===== config.mk =====
export PLATFORM = sky130hd
export DESIGN_NAME = motorTop
export DESIGN_NICKNAME = d
export VERILOG_FILES = /design/src/motorCfgPkg.sv /design/src/motorStepPkg.sv /design/src/stepTimeIf.sv /design/src/stepTimer.sv /design/src/stepSequencer.sv /design/src/pwmGenerator.sv /design/src/phaseDriver.sv /design/src/motorTop.sv
export SDC_FILE = /design/constraint.sdc
export NUM_CORES = 1
export LEC_CHECK = 0
export BUFFER_PORTS_ARGS = -buffer_cell sky130_fd_sc_hd__buf_4
export CAP_MARGIN = 20
export CORE_MARGIN = 4
export CORE_UTILIZATION = 40
export DETAILED_ROUTE_END_ITERATION = 7
export HOLD_SLACK_MARGIN = 0.08
export PLACE_DENSITY = 0.69
export SYNTH_ARGS = -nofsm -noshare
export SYNTH_HDL_FRONTEND = slang
export SYNTH_SLANG_ARGS = --single-unit
export TNS_END_PERCENT = 10

===== constraint.sdc =====
create_clock -name clk -period 4.5 [get_ports clk]
set_input_delay 0.225 -clock clk [delete_from_list [all_inputs] [get_ports clk]]
set_output_delay 0.225 -clock clk [all_outputs]
set_load 0.05 [all_outputs]

===== src/motorCfgPkg.sv =====
`default_nettype none

package motorCfgPkg;

    // width of the PWM period setting
    localparam int PWM_LEN_W = 12;

    // duty, remainder and lost-width accumulators
    localparam int DUTY_W = 16;

    // step length and in-step cycle count
    localparam int STEP_LEN_W = 25;

    // shortest pulse the gate drivers can switch cleanly
    localparam int MIN_PULSE = 16;

    // forced-off cycles on every commutation step change
    localparam int DEAD_CYCLES = 2;

    // steps in one electrical cycle
    localparam int STEP_COUNT = 12;

endpackage

`default_nettype wire


===== src/motorStepPkg.sv =====
`default_nettype none

package motorStepPkg;

    typedef logic [3:0] stepNum_t;

    typedef enum logic [1:0] {
        SEQ_IDLE,
        SEQ_RUN,
        SEQ_FINISH
    } seqState_t;

    // phase index 0..2 that carries the pwm in this step
    function automatic logic [1:0] phaseOf(input stepNum_t step);
        return 2'(step % 3);
    endfunction

    // first half of the cycle drives the high switches
    function automatic logic highSide(input stepNum_t step);
        return step < stepNum_t'(motorCfgPkg::STEP_COUNT / 2);
    endfunction

endpackage

`default_nettype wire


===== src/stepTimeIf.sv =====
`default_nettype none

interface stepTimeIf;
    import motorStepPkg::*;

    stepNum_t sgStep;
    // one-cycle strobes at the step edges
    logic     stepFirst2;
    logic     stepFirst1;
    logic     stepLast2;
    logic     stepLast1;
    // levels from the sequencer
    logic     pwmActive;
    logic     pwmLastStep;

    modport timer (
        output stepFirst2, stepFirst1, stepLast2, stepLast1,
        input  pwmActive
    );

    modport seq (
        input  stepFirst2, stepFirst1, stepLast2, stepLast1,
        output sgStep, pwmActive, pwmLastStep
    );

    modport gen (
        input sgStep, stepFirst2, stepFirst1, stepLast2, stepLast1,
        input pwmActive, pwmLastStep
    );

endinterface

`default_nettype wire


===== src/stepTimer.sv =====
`default_nettype none

module stepTimer (
    input  logic                                clk,
    input  logic                                rst,
    input  logic [motorCfgPkg::STEP_LEN_W-1:0]  stepLen,
    stepTimeIf.timer                            tm
);
    import motorCfgPkg::*;

    logic [STEP_LEN_W-1:0] stepCnt;
    logic [STEP_LEN_W-1:0] lastCnt;
    logic [STEP_LEN_W-1:0] lastCnt1;

    assign lastCnt  = stepLen - STEP_LEN_W'(1);
    assign lastCnt1 = stepLen - STEP_LEN_W'(2);

    // in-step cycle count, parked at zero while the drive is idle
    always_ff @(posedge clk) begin
        if (rst) begin
            stepCnt <= '0;
        end else if (!tm.pwmActive) begin
            stepCnt <= '0;
        end else if (stepCnt == lastCnt) begin
            stepCnt <= '0;
        end else begin
            stepCnt <= stepCnt + STEP_LEN_W'(1);
        end
    end

    // edge strobes, first2/first1 open the step and last1/last2 close it
    assign tm.stepFirst2 = tm.pwmActive && (stepCnt == '0);
    assign tm.stepFirst1 = tm.pwmActive && (stepCnt == STEP_LEN_W'(1));
    assign tm.stepLast1  = tm.pwmActive && (stepCnt == lastCnt1);
    assign tm.stepLast2  = tm.pwmActive && (stepCnt == lastCnt);

endmodule

`default_nettype wire


===== src/stepSequencer.sv =====
`default_nettype none

module stepSequencer (
    input  logic    clk,
    input  logic    rst,
    input  logic    start,
    input  logic    stop,
    output logic    busy,
    stepTimeIf.seq  sq
);
    import motorCfgPkg::*;
    import motorStepPkg::*;

    seqState_t state;
    stepNum_t  step;
    logic      lastStep;
    stepNum_t  nextStep;

    assign lastStep = (step == stepNum_t'(STEP_COUNT - 1));
    assign nextStep = lastStep ? '0 : step + stepNum_t'(1);

    always_ff @(posedge clk) begin
        if (rst) begin
            state <= SEQ_IDLE;
            step  <= '0;
        end else begin
            case (state)
                SEQ_IDLE: begin
                    if (start) begin
                        state <= SEQ_RUN;
                        step  <= '0;
                    end
                end
                SEQ_RUN: begin
                    if (sq.stepLast2) begin
                        step <= nextStep;
                    end
                    if (stop) begin
                        state <= SEQ_FINISH;
                    end
                end
                default: begin
                    // finish the cycle, drop out after step 11
                    if (sq.stepLast2) begin
                        step <= nextStep;
                        if (lastStep) begin
                            state <= SEQ_IDLE;
                        end
                    end
                end
            endcase
        end
    end

    assign sq.sgStep      = step;
    assign sq.pwmActive   = (state != SEQ_IDLE);
    assign sq.pwmLastStep = (state == SEQ_FINISH) && lastStep;
    assign busy           = (state != SEQ_IDLE);

endmodule

`default_nettype wire


===== src/pwmGenerator.sv =====
`default_nettype none

module pwmGenerator (
    input  logic                                clk,
    input  logic                                rst,
    input  logic [motorCfgPkg::PWM_LEN_W-1:0]   pwmLen,
    input  logic [motorCfgPkg::DUTY_W-1:0]      duty,
    stepTimeIf.gen                              gn,
    output logic                                pwm,
    output logic [motorCfgPkg::DUTY_W-1:0]      posLost
);
    import motorCfgPkg::*;

    logic [PWM_LEN_W-1:0] pwmCnt;
    logic                 reload;
    logic [DUTY_W-1:0]    remain;
    logic [DUTY_W-1:0]    posSum;
    logic                 pulseOk;
    logic [DUTY_W-1:0]    pulseCnt;
    logic [DUTY_W-1:0]    wantAcc;
    logic [DUTY_W-1:0]    realAcc;
    logic [DUTY_W-1:0]    wantInc;
    logic [DUTY_W-1:0]    realInc;
    logic [DUTY_W-1:0]    wantStep;
    logic [DUTY_W-1:0]    realStep;
    logic [DUTY_W-1:0]    lostDiff;

    assign reload  = gn.pwmActive && (pwmCnt == PWM_LEN_W'(1));
    assign posSum  = remain + duty;
    assign pulseOk = (posSum >= DUTY_W'(MIN_PULSE));

    // period counter, realigned one cycle before each step boundary
    // except in the last step where no next step follows
    always_ff @(posedge clk) begin
        if (rst || !gn.pwmActive) begin
            pwmCnt <= pwmLen;
        end else if (gn.stepLast1 && !gn.pwmLastStep) begin
            pwmCnt <= pwmLen;
        end else if (reload) begin
            pwmCnt <= pwmLen;
        end else begin
            pwmCnt <= pwmCnt - PWM_LEN_W'(1);
        end
    end

    // a too short pulse is held back and its width carried forward
    always_ff @(posedge clk) begin
        if (rst || !gn.pwmActive) begin
            remain <= '0;
        end else if (reload) begin
            remain <= pulseOk ? '0 : posSum;
        end
    end

    always_ff @(posedge clk) begin
        if (rst || !gn.pwmActive) begin
            pulseCnt <= '0;
        end else if (gn.stepLast2) begin
            pulseCnt <= '0;
        end else if (reload && pulseOk) begin
            pulseCnt <= posSum;
        end else if (pulseCnt != '0) begin
            pulseCnt <= pulseCnt - DUTY_W'(1);
        end
    end

    assign pwm = (pulseCnt != '0);

    // wanted vs real width inside the current step
    assign wantInc = reload ? duty : '0;
    assign realInc = DUTY_W'(pwm);

    always_ff @(posedge clk) begin
        if (rst || !gn.pwmActive) begin
            wantAcc <= '0;
            realAcc <= '0;
        end else if (gn.stepLast2) begin
            wantAcc <= '0;
            realAcc <= '0;
        end else begin
            wantAcc <= wantAcc + wantInc;
            realAcc <= realAcc + realInc;
        end
    end

    // step totals, taken with the closing cycle included
    always_ff @(posedge clk) begin
        if (gn.stepLast2) begin
            wantStep <= wantAcc + wantInc;
            realStep <= realAcc + realInc;
        end
    end

    assign lostDiff = wantStep - realStep;

    always_ff @(posedge clk) begin
        if (rst) begin
            posLost <= '0;
        end else if (gn.stepFirst2) begin
            posLost <= lostDiff[DUTY_W-1] ? (~lostDiff + DUTY_W'(1)) : lostDiff;
        end
    end

endmodule

`default_nettype wire


===== src/phaseDriver.sv =====
`default_nettype none

module phaseDriver (
    input  logic                    clk,
    input  logic                    rst,
    input  logic                    pwm,
    input  motorStepPkg::stepNum_t  sgStep,
    output logic [2:0]              hiSide,
    output logic [2:0]              loSide
);
    import motorCfgPkg::*;
    import motorStepPkg::*;

    localparam int DEAD_W = $clog2(DEAD_CYCLES + 1);

    stepNum_t         prevStep;
    logic             stepChange;
    logic [DEAD_W-1:0] deadCnt;
    logic             forceOff;
    logic [2:0]       phaseSel;

    assign stepChange = (sgStep != prevStep);
    assign forceOff   = stepChange || (deadCnt != '0);
    assign phaseSel   = 3'b001 << phaseOf(sgStep);

    // dead time starts in the cycle the new step appears
    always_ff @(posedge clk) begin
        if (rst) begin
            prevStep <= '0;
            deadCnt  <= '0;
        end else begin
            prevStep <= sgStep;
            if (stepChange) begin
                deadCnt <= DEAD_W'(DEAD_CYCLES - 1);
            end else if (deadCnt != '0) begin
                deadCnt <= deadCnt - DEAD_W'(1);
            end
        end
    end

    always_ff @(posedge clk) begin
        if (rst) begin
            hiSide <= '0;
            loSide <= '0;
        end else begin
            hiSide <= (pwm && !forceOff && highSide(sgStep)) ? phaseSel : 3'b000;
            loSide <= (pwm && !forceOff && !highSide(sgStep)) ? phaseSel : 3'b000;
        end
    end

endmodule

`default_nettype wire


===== src/motorTop.sv =====
`default_nettype none

module motorTop (
    input  logic                                clk,
    input  logic                                rst,
    input  logic                                start,
    input  logic                                stop,
    input  logic [motorCfgPkg::STEP_LEN_W-1:0]  stepLen,
    input  logic [motorCfgPkg::PWM_LEN_W-1:0]   pwmLen,
    input  logic [motorCfgPkg::DUTY_W-1:0]      duty,
    output logic                                busy,
    output logic                                pwm,
    output logic [3:0]                          sgStep,
    output logic [2:0]                          hiSide,
    output logic [2:0]                          loSide,
    output logic [motorCfgPkg::DUTY_W-1:0]      posLost
);

    stepTimeIf stepIf ();

    stepTimer u_stepTimer (
        .clk     (clk),
        .rst     (rst),
        .stepLen (stepLen),
        .tm      (stepIf.timer)
    );

    stepSequencer u_stepSequencer (
        .clk   (clk),
        .rst   (rst),
        .start (start),
        .stop  (stop),
        .busy  (busy),
        .sq    (stepIf.seq)
    );

    pwmGenerator u_pwmGenerator (
        .clk     (clk),
        .rst     (rst),
        .pwmLen  (pwmLen),
        .duty    (duty),
        .gn      (stepIf.gen),
        .pwm     (pwm),
        .posLost (posLost)
    );

    // switches follow the generator output one cycle later
    phaseDriver u_phaseDriver (
        .clk    (clk),
        .rst    (rst),
        .pwm    (pwm),
        .sgStep (stepIf.sgStep),
        .hiSide (hiSide),
        .loSide (loSide)
    );

    assign sgStep = stepIf.sgStep;

endmodule

`default_nettype wire


==> impl_results.md <==
* Status: completed
* Commonest non-fill, non-tap cell in the layout: nor2_1
* Max rail drop VDD at 359 uV
* Gate power share at 30.2%
* Power per cell area at 354 nW/um^2
* Initial antenna violation count at 0
* Starting Density at 41.0%
* RePlAce Congestion at 0.873
* Register area share after synthesis at 34.0%
* Number of global-route vias before repair at 8482
* Placed Area at 11800 um^2
* Ordered cell list for the critical path: or4_1, nor4_2, nor3b_2, and4b_1, and2_1, ha_1, inv_1, fa_1, nor2b_1, o21a_1, o21ai_0, a211oi_1, o31ai_1, a21boi_1, o21a_1, o211ai_1
* Clock root buffer: clkbuf_16
* Clock sink count at 167
* Most frequent cells in the layout: nor2_1, dfxtp_1, buf_4
* Drt total wl at 24.9 mm
* Synth area leader: dfxtp_1
* Required time worst endpoint at 4.66 ns
* Setup Skew at 0.0115 ns
* Max Cap Viol at 0
* TNS Setup at 0 ns
* Count of yosys warnings during synthesis at 0
* Largest net degree at the start of global routing at 33
* Core Region at 26300 um^2
* Final hold vios at 0
* Synth async-reset ratio at 0%
* Met3 global-route usage at 2.77%
* Post-synth top area share at 25.1%
* Final nets at 1461
* Final setup fails at 0
* Critical Path Start Type: flip-flop
* Setup repair bufs after CTS at 0
* Seq pwr share at 38.0%
* Met1 Use GR at 23.4%
* Initial drt markers at 448
* First-pass GRT wire length at 41.0 mm
* Post-synthesis cell count at 1260
* Avg WL per Cell at 14.8 um
* Gr busiest metal: met2
* Net Switching at 0.00149 W
* Crit Path Max Fanout at 4
* Syn Area/Cell at 8.56 um^2
* GR Util met2 at 27.9%
* Largest stage delay on the critical path at 0.60 ns
* Final Instance Area at 12500 um^2
* Via/cell ratio at 5.33
* Clock Latency Late Sink at 0.43 ns
* Setup CP Type: flip-flop to flip-flop
* Die Span X at 172 um
* Worst min-delay path class: input port to flip-flop
* Die area at 29700 um^2
* CTS tree: done
* Die Height at 172 um
* RSZ-0062 raised after global routing: false
* Post-layout util at 47.5%
* Diodes inserted at 0
* Detailed Place HPWL at 19.1 mm
* Detailed-route via count at 8978
* CTS buffer count at 17
* Depth of the CTS H-tree at 4
* Power, Total at 0.00441 W
* Top area cells in the synthesized netlist: dfxtp_1, edfxtp_1, ha_1
* Slowest stage cell, crit path: or4_1
* Cell mode on critical path: o21a_1
* Slew headroom at 35.7%
* Layout Cells excl Fill at 1686
* Crit path arrival time at 4.35 ns
* Pint at 0.00292 W
* Fillers at 2537
* CP Capture Type: flip-flop
* Clock group share of total power at 31.7%
* Post-Syn Nets at 1383
* Flop and latch count out of synthesis at 167
* Synth-to-layout area growth at 15.7%
* Io pins at 85
* Rows at 59
* Share of cells above drive strength 1 at 12.4%
* Slew Limit Fails at 0
* Post-route ant nets at 0
* Inst Count DP at 1642
* Final min period at 4.20 ns
* Number of synthesized flops with an enable pin at 32
* Period utilization at 93.3%
* DRC at 0
* Worst Tran Pin Value at 0.963 ns
* Fmax at 238 MHz
* Total track usage at 16.8%
* Post-synth design cell area at 10800 um^2
* Clock Tree Buf Depth at 2
* Port Buffers at 84
* Switching Fraction at 33.7%
* Synth cell types at 73
* Ys flop type: dfxtp_1
* DR pass1 iterations at 5
* Leak at 5.20 nW
* Worst-path clk slew at 0.07 ns
* Remaining global-route overflow at 0
[final timing paths]
path / end / slack (ns) / cells past startpoint / start
worst max-delay path: u_pwmGenerator.wantStep[14] / 0.30 / 16 / u_pwmGenerator.pwmCnt[2]
worst min-delay path: u_stepSequencer.state[1] / 0.10 / 3 / stop
worst min register to register: u_pwmGenerator.posLost[15] / 0.47 / 2 / u_pwmGenerator.posLost[15]
worst max register to register: u_pwmGenerator.wantStep[14] / 0.30 / 16 / u_pwmGenerator.pwmCnt[2]
[metrics by stage]
| stage | hold WS, ns | worst slack, ns |
|---|---|---|
| 2_1_floorplan | 0.357 | 0.182 |
| 3_3_place_gp | 0.449 | 0.203 |
| 3_5_place_dp | 0.456 | 0.104 |
| 4_1_cts | 0.0893 | 0.00889 |
| 5_1_grt | 0.0932 | 0.00415 |
| 6_report | 0.100 | 0.301 |
[critical path: cells and delay by family (launching register included)]
family | cells | cell delay [ns]
buffers and inverters | 1 | 0.06
AOI/OAI and AO/OA | 7 | 1.26
DFF | 1 | 0.34
adders and majority gates | 2 | 0.54
and+or+nand+nor | 6 | 1.74
[Yosys cell counts, types with 20 or more instances]
cell type	instances
a211oi_1	22
nand4_1	20
nand3_1	35
nor2_1	143
nor2b_1	31
xnor2_1	83
a21oi_1	52
nand2_1	69
nor3_1	41
and3_1	39
and2_1	27
o21ai_0	46
clkbuf_1	42
xor2_1	63
dfxtp_1	135
inv_1	59
ha_1	63
mux2i_1	21
edfxtp_1	32
[repair_timing]
action / 4_1_cts / 5_1_grt
hold endpoints to repair: 12 / 0
gates resized for setup: 0 / 4
hold buffers: 12 / 0
endpoints found under the setup margin: 0 / 11
[area by class of cell]
cell class                 instances  area (um^2)  share of cell area (%)
multi-input combinational        977         6690                    53.6
sequential                       167         3660                    29.4
timing repair buffer             116          926                    7.42
clock buffer                      19          433                    3.47
tap                              335          419                    3.36
inverter                          59          221                    1.78
clock inverter                    13          121                   0.973
[flip-flops by register name, indices dropped and copies added (netlist names), 12 cells and up]
name	cells
u_pwmGenerator.posLost	16
u_pwmGenerator.pulseCnt	16
u_pwmGenerator.pwmCnt	12
u_pwmGenerator.realAcc	16
u_pwmGenerator.realStep	16
u_pwmGenerator.remain	16
u_pwmGenerator.wantAcc	16
u_pwmGenerator.wantStep	16
u_stepTimer.stepCnt	25
[cells by family (layout without fill, tap and decap cells)]
family	Yosys count	count (layout)	share of synthesized area (%)
fa+ha+maj	66	66	7.87
simple gates	494	494	23.8
mux	33	33	3.20
compound gates	237	237	14.9
buf+inv	116	207	4.18
xor+xnor	147	147	12.1
flops	167	167	34.0
[power by group through the flow]
stage	sequential [W]	combinational, W	clock (W)
floorplan	0.00176	0.000924	0
global placement	0.00171	0.00130	0
detailed placement	0.00171	0.00132	0
CTS	0.00168	0.00134	0.00143
global route	0.00169	0.00149	0.00149
finish	0.00168	0.00133	0.00140
[routing by layer]
metal	part of all wire, %	vias to the layer above
met4	0.97	0
met3	3.2	20
li1	-	4653
met2	46	136
met5	0	-
met1	50	4169
No activity file was read; power rests on OpenSTA's default activity.
